`src/path_settings.svh`:
```
`ifndef PATH_SETTINGS_SVH
`define PATH_SETTINGS_SVH

////////////////////////////////////////
// grid geometry
////////////////////////////////////////

`define COORD_W 8 // bits per axis
`define COST_W 16 // start plus goal distance fits easily

////////////////////////////////////////
// open list
////////////////////////////////////////

`define LIST_DEPTH 16 // entries held by the sorter

////////////////////////////////////////
// octile step weights
////////////////////////////////////////

`define STRAIGHT_STEP 10 // one orthogonal move
`define DIAG_STEP 14 // one diagonal move, about 10 * sqrt(2)

`endif

```
`src/path_geom_pkg.sv`:
```
`default_nettype none

`include "path_settings.svh"

package path_geom_pkg;

	////////////////////////////////////////
	// coordinates and nodes
	////////////////////////////////////////

	typedef logic [`COORD_W-1:0] coord_t;

	typedef struct packed
	{
		coord_t x;
		coord_t y;
	} node_t; // x in the upper byte

	////////////////////////////////////////
	// cost and search setup
	////////////////////////////////////////

	typedef logic [`COST_W-1:0] cost_t; // weighted octile sum

	typedef struct packed
	{
		node_t start_node;
		node_t goal_node;
	} search_cfg_t;

endpackage

`default_nettype wire

```
`src/sort_ctrl_pkg.sv`:
```
`default_nettype none

`include "path_settings.svh"

package sort_ctrl_pkg;

	typedef logic [$clog2(`LIST_DEPTH)-1:0] list_idx_t; // 0 to depth-1
	typedef logic [$clog2(`LIST_DEPTH+1)-1:0] list_count_t; // 0 to depth inclusive

	// one pair per fetch/compare/(swap)/advance round
	typedef enum logic [2:0]
	{
		st_idle,
		st_fetch,
		st_compare,
		st_swap,
		st_advance,
		st_finished
	} sort_state_t;

endpackage

`default_nettype wire

```
`src/bubble_sort_ctrl.sv`:
```
`default_nettype none
`timescale 1ns/1ps

module bubble_sort_ctrl
(
	input wire logic Clk,
	input wire logic Reset,
	input wire logic start,
	input wire logic clear,
	input wire sort_ctrl_pkg::list_count_t fill_count,
	input wire path_geom_pkg::cost_t cost_a,
	input wire path_geom_pkg::cost_t cost_b,
	output sort_ctrl_pkg::list_idx_t pair_index,
	output logic swap,
	output logic busy,
	output logic done
);

	import sort_ctrl_pkg::*;

	localparam list_count_t min_sortable = list_count_t'(2);

	sort_state_t state;
	sort_state_t state_next;

	list_count_t last_pair;
	logic at_last_pair;
	logic too_short;
	logic out_of_order;
	logic swapped; // any exchange in the current pass

	////////////////////////////////////////
	// pass bookkeeping
	////////////////////////////////////////

	assign too_short = (fill_count < min_sortable);
	assign last_pair = fill_count - min_sortable;
	assign at_last_pair = (list_count_t'(pair_index) == last_pair);
	assign out_of_order = (cost_a > cost_b); // ties keep load order

	////////////////////////////////////////
	// next state
	////////////////////////////////////////

	always_comb
	begin
		state_next = state;
		case (state)
			st_idle, st_finished:
			begin
				if (start)
					state_next = st_fetch;
			end
			st_fetch:
			begin
				if (too_short)
					state_next = st_finished; // nothing to compare
				else
					state_next = st_compare; // costs registered this edge
			end
			st_compare:
			begin
				if (out_of_order)
					state_next = st_swap;
				else
					state_next = st_advance;
			end
			st_swap:
			begin
				state_next = st_advance;
			end
			st_advance:
			begin
				if (at_last_pair && !swapped)
					state_next = st_finished; // clean pass
				else
					state_next = st_fetch;
			end
			default:
			begin
				state_next = st_idle;
			end
		endcase
	end

	always_ff @(posedge Clk or posedge Reset)
	begin
		if (Reset)
			state <= st_idle;
		else if (clear)
			state <= st_idle; // abort and drop done
		else
			state <= state_next;
	end

	////////////////////////////////////////
	// pair index and swap flag
	////////////////////////////////////////

	always_ff @(posedge Clk or posedge Reset)
	begin
		if (Reset)
		begin
			pair_index <= '0;
			swapped <= 1'b0;
		end
		else if (clear || ((state == st_idle || state == st_finished) && start))
		begin
			pair_index <= '0;
			swapped <= 1'b0;
		end
		else if (state == st_compare && out_of_order)
		begin
			swapped <= 1'b1;
		end
		else if (state == st_advance)
		begin
			if (at_last_pair)
			begin
				pair_index <= '0; // wrap for the next pass
				swapped <= 1'b0;
			end
			else
			begin
				pair_index <= pair_index + list_idx_t'(1);
			end
		end
	end

	////////////////////////////////////////
	// outputs
	////////////////////////////////////////

	assign swap = (state == st_swap);
	assign busy = (state != st_idle) && (state != st_finished);
	assign done = (state == st_finished); // held until start or clear

endmodule

`default_nettype wire

```
`src/node_store.sv`:
```
`default_nettype none
`timescale 1ns/1ps

`include "path_settings.svh"

module node_store
(
	input wire logic Clk,
	input wire logic Reset,
	input wire logic clear,
	input wire logic load_valid,
	input wire path_geom_pkg::node_t load_node,
	input wire logic busy,
	input wire sort_ctrl_pkg::list_idx_t pair_index,
	input wire logic swap,
	input wire sort_ctrl_pkg::list_idx_t rd_index,
	output path_geom_pkg::node_t node_a,
	output path_geom_pkg::node_t node_b,
	output path_geom_pkg::node_t rd_node,
	output sort_ctrl_pkg::list_count_t fill_count
);

	import path_geom_pkg::*;
	import sort_ctrl_pkg::*;

	localparam list_count_t full_count = list_count_t'(`LIST_DEPTH);

	node_t nodes [`LIST_DEPTH];

	list_idx_t pair_next;
	list_idx_t fill_idx;
	logic list_full;
	logic do_append;

	////////////////////////////////////////
	// append control
	////////////////////////////////////////

	assign list_full = (fill_count == full_count);
	assign fill_idx = list_idx_t'(fill_count); // only used below full
	assign do_append = load_valid && !busy && !list_full && !clear;

	always_ff @(posedge Clk or posedge Reset)
	begin
		if (Reset)
			fill_count <= '0;
		else if (clear)
			fill_count <= '0; // entries stay, count forgets them
		else if (do_append)
			fill_count <= fill_count + list_count_t'(1);
	end

	////////////////////////////////////////
	// storage
	////////////////////////////////////////

	assign pair_next = pair_index + list_idx_t'(1);

	always_ff @(posedge Clk)
	begin
		if (swap)
		begin
			nodes[pair_index] <= node_b; // exchange neighbours
			nodes[pair_next] <= node_a;
		end
		else if (do_append)
		begin
			nodes[fill_idx] <= load_node;
		end
	end

	////////////////////////////////////////
	// read ports
	////////////////////////////////////////

	assign node_a = nodes[pair_index];
	assign node_b = nodes[pair_next];
	assign rd_node = nodes[rd_index]; // host read-back

endmodule

`default_nettype wire

```
`src/octile_cost.sv`:
```
`default_nettype none
`timescale 1ns/1ps

`include "path_settings.svh"

module octile_cost
(
	input wire logic Clk,
	input wire logic Reset,
	input wire path_geom_pkg::node_t node,
	input wire path_geom_pkg::search_cfg_t cfg,
	output path_geom_pkg::cost_t cost
);

	import path_geom_pkg::*;

	localparam cost_t straight_w = cost_t'(`STRAIGHT_STEP);
	localparam cost_t diag_w = cost_t'(`DIAG_STEP);

	cost_t dist_start;
	cost_t dist_goal;

	// diagonal steps cover the shorter axis, straight steps the rest
	function automatic cost_t octile_dist(input node_t a, input node_t b);
		coord_t dx;
		coord_t dy;
		coord_t lo;
		coord_t hi;

		dx = (a.x > b.x) ? a.x - b.x : b.x - a.x;
		dy = (a.y > b.y) ? a.y - b.y : b.y - a.y;

		if (dx < dy)
		begin
			lo = dx;
			hi = dy;
		end
		else
		begin
			lo = dy;
			hi = dx;
		end

		return diag_w * cost_t'(lo) + straight_w * cost_t'(hi - lo);
	endfunction

	////////////////////////////////////////
	// distance terms
	////////////////////////////////////////

	always_comb
	begin
		dist_start = octile_dist(node, cfg.start_node);
		dist_goal = octile_dist(node, cfg.goal_node);
	end

	always_ff @(posedge Clk or posedge Reset)
	begin
		if (Reset)
			cost <= '0;
		else
			cost <= dist_start + dist_goal; // valid one cycle after node
	end

endmodule

`default_nettype wire

```
`src/open_list_sorter_top.sv`:
```
`default_nettype none
`timescale 1ns/1ps

module open_list_sorter_top
(
	input wire logic Clk,
	input wire logic Reset,
	input wire path_geom_pkg::search_cfg_t cfg,
	input wire logic clear,
	input wire logic load_valid,
	input wire path_geom_pkg::node_t load_node,
	input wire logic start,
	input wire sort_ctrl_pkg::list_idx_t rd_index,
	output path_geom_pkg::node_t rd_node,
	output logic busy,
	output logic done
);

	import path_geom_pkg::*;
	import sort_ctrl_pkg::*;

	node_t node_a;
	node_t node_b;
	cost_t cost_a;
	cost_t cost_b;
	list_idx_t pair_index;
	list_count_t fill_count;
	logic swap;

	////////////////////////////////////////
	// open list storage
	////////////////////////////////////////

	node_store store
	(
		.Clk(Clk),
		.Reset(Reset),
		.clear(clear),
		.load_valid(load_valid),
		.load_node(load_node),
		.busy(busy),
		.pair_index(pair_index),
		.swap(swap),
		.rd_index(rd_index),
		.node_a(node_a),
		.node_b(node_b),
		.rd_node(rd_node),
		.fill_count(fill_count)
	);

	////////////////////////////////////////
	// cost of each node in the pair
	////////////////////////////////////////

	octile_cost cost_a_unit
	(
		.Clk(Clk),
		.Reset(Reset),
		.node(node_a),
		.cfg(cfg),
		.cost(cost_a)
	);

	octile_cost cost_b_unit
	(
		.Clk(Clk),
		.Reset(Reset),
		.node(node_b),
		.cfg(cfg),
		.cost(cost_b)
	);

	////////////////////////////////////////
	// sort sequencing
	////////////////////////////////////////

	bubble_sort_ctrl ctrl
	(
		.Clk(Clk),
		.Reset(Reset),
		.start(start),
		.clear(clear),
		.fill_count(fill_count),
		.cost_a(cost_a),
		.cost_b(cost_b),
		.pair_index(pair_index),
		.swap(swap),
		.busy(busy),
		.done(done)
	);

endmodule

`default_nettype wire

```
`config.mk`:
```
export PLATFORM = sky130hd
export DESIGN_NAME = open_list_sorter_top
export DESIGN_NICKNAME = d
export VERILOG_FILES = /design/src/path_geom_pkg.sv /design/src/sort_ctrl_pkg.sv /design/src/bubble_sort_ctrl.sv /design/src/node_store.sv /design/src/octile_cost.sv /design/src/open_list_sorter_top.sv
export VERILOG_INCLUDE_DIRS = /design/src /design/src/src
export SDC_FILE = /design/constraint.sdc
export NUM_CORES = 1
export LEC_CHECK = 0
export BUFFER_PORTS_ARGS = -buffer_cell sky130_fd_sc_hd__buf_2
export CAP_MARGIN = 20
export CORE_MARGIN = 2
export CORE_UTILIZATION = 55
export CTS_CLUSTER_DIAMETER = 50
export DETAILED_ROUTE_END_ITERATION = 10
export PLACE_DENSITY = 0.78
export SYNTH_ARGS = -nofsm -noshare
export SYNTH_HDL_FRONTEND = slang
export SYNTH_SLANG_ARGS = --single-unit
```
`constraint.sdc`:
```
create_clock -name Clk -period 16.54 [get_ports Clk]
set_input_delay 1.654 -clock Clk [delete_from_list [all_inputs] [get_ports Clk]]
set_output_delay 1.654 -clock Clk [all_outputs]
set_load 0.005 [all_outputs]
```
Yosys cells after proc, flatten, opt, wreduce, memory -nomap -nowiden --
Memory sizes are Yosys's and may differ from the RTL's. Index checks and enable logic that the tools add are counted.
Word-level totals: bits in registers 45, RAM bits 256, input port bits 57, output and inout bits 18, word-level logic and storage cells 131, memories 1
Memory list:
- store.nodes | depth 16, bits a word 16, rd ports 3, clocked after Yosys merged registers in 0, write ports 2, RTL line node_store.sv:28 | node_t nodes [`LIST_DEPTH];
Operators by class: add/subtract/negate cells 29, multiply operators 8, order comparisons 14, equal/unequal tests 10, mux-type cells 40, reduce and logical (&&, ||, !) cells 23
Operators by type and width (count):
- 8-bit 2-to-1 mux | 16
- 8-bit subtractor | 16
- 12-bit by 16-bit adder with 16-bit output | 4
- 8-bit > comparator | 8
- 3-bit by 16-bit multiplier with 15-bit output, first input constant | 4
- 3-bit by 8-bit multiplier with 11-bit output, first input constant | 4
- 8-bit by 8-bit subtractor with 9-bit output | 4
- 16-bit adder | 2
- 8-bit < comparator | 4
- 4-bit 2-to-1 mux | 5
- 16-bit > comparator | 1
- 16-bit 2-to-1 mux | 1
- 16-bit OR reduction | 1
- 3-bit 2-to-1 mux | 5
- 3-bit case mux with 5 select lines | 1
- 1-bit 2-to-1 mux | 10
- 5-bit 2-to-1 mux | 2
- 3-bit nonzero test | 3
- 1-bit logical AND | 7
- 3-bit by 2-bit equality test with 1-bit output, second input constant | 2
- 3-bit equality test, second input constant | 2
- 3-bit != test, second input constant | 2
- 5-bit by 1-bit adder with 5-bit output, second input constant | 1
- 4-bit by 5-bit equality test with 1-bit output | 1
- other kinds (12) | 18

Longest topological paths before layout --
Gate-level depths: netlist (run 1).
depth in word-level cells 11, mapped depth 57, gate-level depth less buffers 49

By module --
From an unflattened synthesis (run 1), not the netlist that was laid out.
Unflattened totals: cells, all modules 3274, area total of the unflattened synthesis 33784.9 sq um
Modules (own cells, without submodules):
- node_store | times used 1, cells an instance 1385, area an instance 18487.7 sq um
- octile_cost (cost_b_unit) | times used 1, cells an instance 899, area an instance 7249.5 sq um
- octile_cost (cost_a_unit) | times used 1, cells an instance 858, area an instance 7038.0 sq um
- bubble_sort_ctrl | times used 1, cells an instance 132, area an instance 1009.7 sq um

Worst setup path before layout (run 1) --
No wires, ideal clock.
path kind flip-flop to flip-flop, start point register ctrl.pair_index[0], end point register cost_b_unit.cost[15], arrival time 13.008 ns, required time 16.404 ns, setup slack 3.396 ns, cell stages (with the launch flop) 56, path buffers 9, path through dfrtp_1 -> buf_2 -> buf_1 -> clkbuf_1 -> buf_1 -> buf_2 -> inv_1 -> ha_1 -> clkbuf_1 -> buf_1 -> mux4_2 -> mux4_2 -> inv_1 -> ha_1 -> inv_1 -> fa_1 -> a21o_1 -> a21oi_1 -> [20 not listed] -> xnor2_1 -> fa_1 -> inv_1 -> fa_1 -> inv_1 -> ha_1 -> inv_1 -> o21ai_0 -> a31oi_1 -> nor2b_1 -> o21a_1 -> o21a_1 -> o21ai_0 -> nand2b_1 -> a31oi_1 -> xnor2_1 -> xnor2_1 -> xnor2_1
On the way: cells in the longest elaborated chain, start to end 10, elaborated cells on any way between the ends 33, classes of those cells add/sub (14); mul (4); order compare (6); mux (8); memory (1)
RTL lines:
- start: declaration | RTL line bubble_sort_ctrl.sv:13 | output sort_ctrl_pkg::list_idx_t pair_index,
- start signal: assignment | RTL line bubble_sort_ctrl.sv:125 | pair_index <= pair_index + list_idx_t'(1);
- 4-bit by 1-bit adder with 4-bit output (*) | RTL line node_store.sv:57 | assign pair_next = pair_index + list_idx_t'(1);
- memory 16 x 16 bit (*)
- 8-bit subtractor, or another cell as far along | RTL line octile_cost.sv:30 | dx = (a.x > b.x) ? a.x - b.x : b.x - a.x;
- 8-bit 2-to-1 mux (on tied branches) | RTL line octile_cost.sv:30, octile_cost.sv:31
- 8-bit < comparator | RTL line octile_cost.sv:33 | if (dx < dy)
- 8-bit 2-to-1 mux | RTL line octile_cost.sv:33
- 8-bit by 8-bit subtractor with 9-bit output | RTL line octile_cost.sv:44 | return diag_w * cost_t'(lo) + straight_w * cost_t'(hi - lo);
- 3-bit by 16-bit multiplier with 15-bit output | RTL line octile_cost.sv:44
- 12-bit by 16-bit adder with 16-bit output | RTL line octile_cost.sv:44
- 16-bit adder (*) | RTL line octile_cost.sv:62 | cost <= dist_start + dist_goal;
- end signal: assignment | RTL line octile_cost.sv:62
- end: declaration | RTL line octile_cost.sv:12 | output path_geom_pkg::cost_t cost
Every way passes the cells marked *; elsewhere a longest branch is shown, timed or not. A chain may end at the register's enable or synchronous reset.

Final worst setup path (run 1) --
Same ends and word-level chain as after synthesis.

==> flow_summary_export.csv, run 1 <==
group,metric,value,unit
synth,synth_cells,3168,
cts,cts_root_buffer,"clkbuf_16",
final_layout,nNetsFinal,3653,
setup_path,path_class,"reg -> reg",
grt,grt_max_degree,65,
synth,ys_types,91,
timing,max_freq,73.3,MHz
place,port_buffers,74,
cts,numCtsBuffers,43,
setup_path,arrival,14090,ps
grt,first_global_vias,24900,
synth,yosysTopAreaCellShare,24.1,%
synth,synth_area_leaders,"edfxtp_1 24%, mux4_2 14%, ha_1 13%",
synth,synthesis.area,31900,um^2
grt,grt_overflow,0,
floorplanning,fp.dieW,245,um
cts,hold_buffers,0,
final_layout,drive_gt1_share,16.4,%
timing,fin_crit_sh,82.5,%
route,via_per_inst,6.54,
floorplanning,start_util,55.4,%
synth,syn_nets,3645,
floorplanning,core_area,57500,um^2
timing,drv_slew,0,
outcome,violations,"DRC",
setup_path,cp_slowest_stage_delay,1030,ps
timing,setup_violations,0,
synth,yosysWarnings,0,
route,wl,95700,um
timing,slew_headroom,19.8,%
route,drt-pass1-iter-count,11,
synth,ys_seq_elements,299,
run,drv_cap,0,
cts,cts_max_level,2,
cts,clkSinkCount,299,
floorplanning,fp.dieH,245,um
cts,clkTransAtPathRegs,60,ps
timing,post-route-min-period,13650,ps
place,hpwl,67100,um
timing,max_slew.worst_pin.slew,1200,ps
setup_path,cp-end-kind,"register",
cts,cts_setup_buffers,0,
synth,ys.flop_type,"edfxtp_1",
floorplanning,top_level_ports,75,
route,drt_iter0_drc,3638,
timing,skew,41.9,ps
floorplanning,placementRows,88,
grt,antenna_found_initial,5,
synth,avgSynthCellArea,10.1,um^2
setup_path,crit_top_cell,"ha_1",
outcome,status,"complete, but fails checks",
floorplanning,die_area,59900,um^2
timing,grt_setup_unrepaired,"no",
route,dr_total_vias,26000,
grt,track_usage,31.6,%
cts,cts_tree,"built",
timing,tns,0,ps
final_layout,nFillCells,4636,
cts,clock_path_buffers,3,
timing,hold_violations,0,
final_layout,regArea,8770,um^2
synth,synth_top_cell_by_area,"edfxtp_1",
place,place_congestion,0.932,
final_layout,syn_to_final_growth,8.65,%
cts,insertion_delay,610,ps
grt,grt_first_pass_wirelength,144000,um
synth,yosysSeqAreaShare,27.5,%
hold_path,worstHoldPathType,"reg -> reg",
synth,synth_edf_count,256,
setup_path,startpoint_type,"register",
route,wl_per_cell,24.0,um
setup_path,required,16980,ps
route,final_antenna_net_count,0,
final_layout,multi_input_comb_area,21500,um^2
synth,async_flop_share,14.4,%
route,drc,2,
setup_path,cp_max_fo,51,
setup_path,slowest_stage,"ha_4",
cts,cts_resized,0,
==> layout make-up <==
cell class / instances / share of cell area (%)
multi-input cells: 2407 / 62.1
inverters: 286 / 3.10
clock buffers: 46 / 3.14
clock inverters: 34 / 1.04
flip-flops and latches: 299 / 25.3
repair buffers: 139 / 2.53
diodes: 4 / 0.0289
well taps: 765 / 2.77
==> layout by cell type (no fill, tap or decap), types with 44 or more instances in the layout <==
cell type	Yosys	routed
mux4_2	192	192
nor2_1	341	341
xnor2_1	106	105
ha_1	326	325
buf_4	1	66
inv_1	285	284
nand2_1	146	146
o21ai_0	127	111
buf_2	13	72
edfxtp_1	256	256
a21o_1	44	44
fa_1	94	94
a21oi_1	364	364
mux2i_1	113	113
mux2_2	64	64
xor2_1	48	47
==> flip-flops by register name, indices dropped and copies added, names as in the netlist <==
name	cells
cost_a_unit.cost	15
cost_b_unit.cost	15
ctrl.pair_index	4
ctrl.state	3
ctrl.swapped	1
store.fill_count	5
store.nodes	256
==> stage by stage <==
| stage | instances | area, um^2 | utilization [%] | hold WS (ps) | setup WS (ps) |
|---|---|---|---|---|---|
| after floorplan | 3168 | 31900 | - | 490 | 3400 |
| after global placement | 3891 | 33100 | 57.6 | 512 | 3430 |
| after detailed placement | 3895 | 33100 | 57.7 | 522 | 3070 |
| after CTS | 3975 | 34600 | 60.2 | 537 | 3020 |
| after global routing | 3979 | 34600 | 60.2 | 574 | 2010 |
| final | 3980 | 34600 | 60.2 | 531 | 2890 |
==> final timing paths <==
kind	cells after the start	slack, ps	endpoint	start
min in group asynchronous	2	1060	ctrl.pair_index[3]	Reset
worst max-delay path	45	2890	cost_b_unit.cost[15]	ctrl.pair_index[0]
worst max register to register	45	2890	cost_b_unit.cost[15]	ctrl.pair_index[0]
max in group asynchronous	3	15000	cost_b_unit.cost[2]	Reset
worst min register to register	2	530	ctrl.swapped	ctrl.swapped
worst min-delay path	2	530	ctrl.swapped	ctrl.swapped
==> cells by family after synthesis <==
kind of cell	count (synthesis)	share of synthesized area, %
mux	369	19.4
buf+inv	462	5.53
compound gates	757	14.6
simple gates	706	9.99
flops	299	27.5
fa+ha+maj	420	18.7
xor+xnor	155	4.30
==> synth_stat cells, types with 29 or more instances <==
cell type / count
dfrtp_1: 43
nor3_1: 30
clkbuf_1: 132
xor2_1: 48
a21o_1: 44
ha_1: 326
buf_1: 29
inv_1: 285
mux4_2: 192
nand3_1: 34
o21ai_0: 127
xnor2_1: 106
fa_1: 94
o21a_1: 30
mux2_2: 64
mux2i_1: 113
nor2_1: 341
nor2b_1: 37
edfxtp_1: 256
a21oi_1: 364
nand2_1: 146
==> worst max-delay path, delay by kind of cell (launching register included) <==
| family | cells | cell delay (ps) |
|---|---|---|
| AO/OA/AOI/OAI | 18 | 4190 |
| XOR/XNOR | 6 | 1210 |
| adder cells (fa/ha/maj) | 9 | 4010 |
| buffers and inverters | 5 | 910 |
| flip-flops | 1 | 960 |
| multiplexers | 3 | 1460 |
| AND/OR/NAND/NOR | 4 | 660 |
==> layer usage <==
metal	global-route usage, %	share of wire [%]	vias to the layer above
met4	14.3	4.9	4
met5	0	0.028	-
met1	43.4	38	12400
met3	8.89	14	288
met2	46.6	43	1722
li1	-	-	11600
Power of run 1 is not shown: default switching activity piles up to over one toggle a cycle in this logic, so the estimate is an artifact.
==> run 2, diff against run 1 <==
- ABC_AREA: default -> 1
- PLACE_DENSITY: 0.78 -> 0.81
- clock period: 16.54 -> 11.1 ns (I/O delays scaled with it)
==> run 2 against run 1 <==
  * The run now ends clean
  * Setup slack got worse by 2200 ps
  * First-iteration DRC count increased by 32%
  * Wire length increased by 22%
  * Count of clock-buffer cells in the layout increased by 2
  * Sequential share of layout area decreased by 1.4 points
  * Critical path type unchanged
  * Critical endpoint is now cost_b_unit.cost[14]
==> flow_summary_export.csv, run 2 <==
group,metric,value,unit
outcome,status,"complete, no violations",
cts,cts_tree,"built",
synth,async_flop_share,14.4,%
timing,fin_crit_sh,93.6,%
final_layout,largest_register_ffs,256,
grt,grt_first_pass_wirelength,174000,um
final_layout,drive_gt1_share,8.23,%
synth,synthTopCellsByCount,"921 x nand2_1, 688 x o21ai_0, 601 x inv_1",
grt,grt_overflow,0,
timing,drv_slew,0,
route,final_antenna_net_count,0,
synth,yosysTopAreaCellShare,22.9,%
timing,skew,27.1,ps
place,place_congestion,0.997,
synth,synth_cells,4595,
floorplanning,fp.dieH,251,um
cts,clock_path_buffers,3,
final_layout,nNetsFinal,5040,
floorplanning,start_util,55.7,%
timing,slew_headroom,21.2,%
final_layout,top_regs,"store.nodes: 256 flops, cost_a_unit.cost: 15 flops, cost_b_unit.cost: 15 flops",
setup_path,crit_top_cell,"nand2_1",
synth,ys_seq_elements,299,
floorplanning,top_level_ports,75,
timing,max_slew.worst_pin.slew,1180,ps
synth,synth_top_cell_by_area,"edfxtp_1",
place,port_buffers,74,
route,dr_total_vias,33200,
grt,track_usage,35.8,%
setup_path,slowest_stage,"dfrtp_4",
timing,layout_setup_ws,710,ps
floorplanning,fp.dieW,251,um
run,drv_cap,0,
timing,post-route-min-period,10390,ps
synth,ys.flop_type,"edfxtp_1",
setup_path,cp_slowest_stage_delay,570,ps
route,via_per_inst,6.16,
floorplanning,core_area,60400,um^2
timing,tns,0,ps
route,drt-pass1-iter-count,7,
setup_path,cp-end-kind,"register",
cts,clkSinkCount,299,
cts,cts_max_level,2,
synth,synth_area_leaders,"edfxtp_1 23%, ha_1 12%, nand2_1 10%",
final_layout,nFillCells,5471,
setup_path,r2r_slack,710,ps
synth,syn_nets,5072,
cts,insertion_delay,580,ps
route,wl_per_cell,21.7,um
cts,cts_root_buffer,"clkbuf_16",
setup_path,required,11590,ps
setup_path,path_class,"reg -> reg",
setup_path,cp_max_fo,21,
final_layout,final_cell_mix,"921 x nand2_1, 687 x o21ai_0, 599 x inv_1",
cts,hold_buffers,0,
synth,yosysWarnings,0,
synth,yosysSeqAreaShare,26.1,%
timing,hold_violations,0,
synth,ys_types,60,
grt,antenna_found_initial,13,
final_layout,final_common_cell,"nand2_1",
route,drc,0,
route,drt_iter0_drc,4791,
cts,clkTransAtPathRegs,60,ps
final_layout,syn_to_final_growth,8.98,%
route,wl,117000,um
synth,avgSynthCellArea,7.32,um^2
grt,grt_max_degree,168,
place,dp_slack,253,ps
setup_path,startpoint_type,"register",
hold_path,worstHoldPathType,"in -> async",
synth,synthesis.area,33600,um^2
place,hpwl,82700,um
synth,synth_edf_count,256,
final_layout,largest-register,"store.nodes",
timing,setup_violations,0,
synth,yosysMostFrequentCell,"nand2_1",
floorplanning,die_area,63100,um^2
timing,max_freq,96.3,MHz
floorplanning,placementRows,90,
setup_path,arrival,10880,ps
cts,numCtsBuffers,42,
grt,first_global_vias,30600,
-- run 2: cell types whose count changed in the layout (fill, tap and decap cells not counted), moves of 91 or more --
cell     before  now
nand2_1     146  921
mux4_2      192    0
inv_1       284  599
a21oi_1     364  499
o21ai_0     111  687
mux2i_1     113    2
nand3_1      34  165
xor2_1       47  138
nor2_1      341  141
-- run 2: critical path, delay by kind of cell, from the launching register on --
family          cells  cell delay (ps)
compound gates     12             2190
xor+xnor            4              660
fa+ha+maj           9             3280
buf+inv            12             1430
flops               1              570
mux                 1              220
simple gates       19             1910
-- run 2: area by class of cell --
| cell class | instances | area [um^2] | area share (%) |
|---|---|---|---|
| multi-input cells | 3437 | 21900 | 59.7 |
| flip-flops and latches | 299 | 8770 | 23.9 |
| inverters | 614 | 2310 | 6.31 |
| repair buffers | 169 | 1330 | 3.62 |
| clock buffers | 48 | 1080 | 2.96 |
| well taps | 782 | 978 | 2.67 |
| clock inverters | 27 | 290 | 0.792 |
| diodes | 6 | 15.0 | 0.0410 |
-- run 2: routing by layer --
layer / routed length (um) / GRT usage (%)
met4: 8000 / 20.9
met1: 43000 / 44.3
met3: 14000 / 8.42
met5: 90 / 0
met2: 51600 / 57.4
-- run 2: stage by stage --
step                      area [um^2]  util [%]  hold WS [ps]  instances
after CTS                       36200      60.0           586       5365
after global placement          34900      57.7           536       5289
after floorplan                 33600         -           518       4595
after global routing            36600      60.7           574       5379
final                           36600      60.7           557       5382
after detailed placement        34900      57.8           574       5290
-- run 2: path summary, 6_finish.rpt --
kind                                          from                   end  depth (start not counted)
worst max-delay path            ctrl.pair_index[0]  cost_b_unit.cost[14]                         57
worst min register to register        ctrl.swapped          ctrl.swapped                          2
min in group Clk                      ctrl.swapped          ctrl.swapped                          2
worst min-delay path                         Reset          ctrl.swapped                          2
worst max register to register  ctrl.pair_index[0]  cost_b_unit.cost[14]                         57
max in group asynchronous                    Reset   cost_a_unit.cost[3]                          3
-- run 2: repair_timing --
item                       4_1_cts  5_1_grt
setup endpoints to repair        0        9
hold endpoints to repair         0        0
buffers inserted                 0        1
resized for setup                0       42
-- run 2: cells by family (layout without fill, tap and decap cells) --
| family | after synthesis | in the layout | synth area share (%) |
|---|---|---|---|
| other cells | 0 | 6 | 0 |
| compound gates | 1472 | 1472 | 24.4 |
| mux | 2 | 2 | 0.0595 |
| buf+inv | 859 | 858 | 9.95 |
| flops | 299 | 299 | 26.1 |
| simple gates | 1349 | 1349 | 16.7 |
| xor+xnor | 194 | 194 | 5.10 |
| fa+ha+maj | 420 | 420 | 17.7 |
Power of run 2 is left out for the same reason.
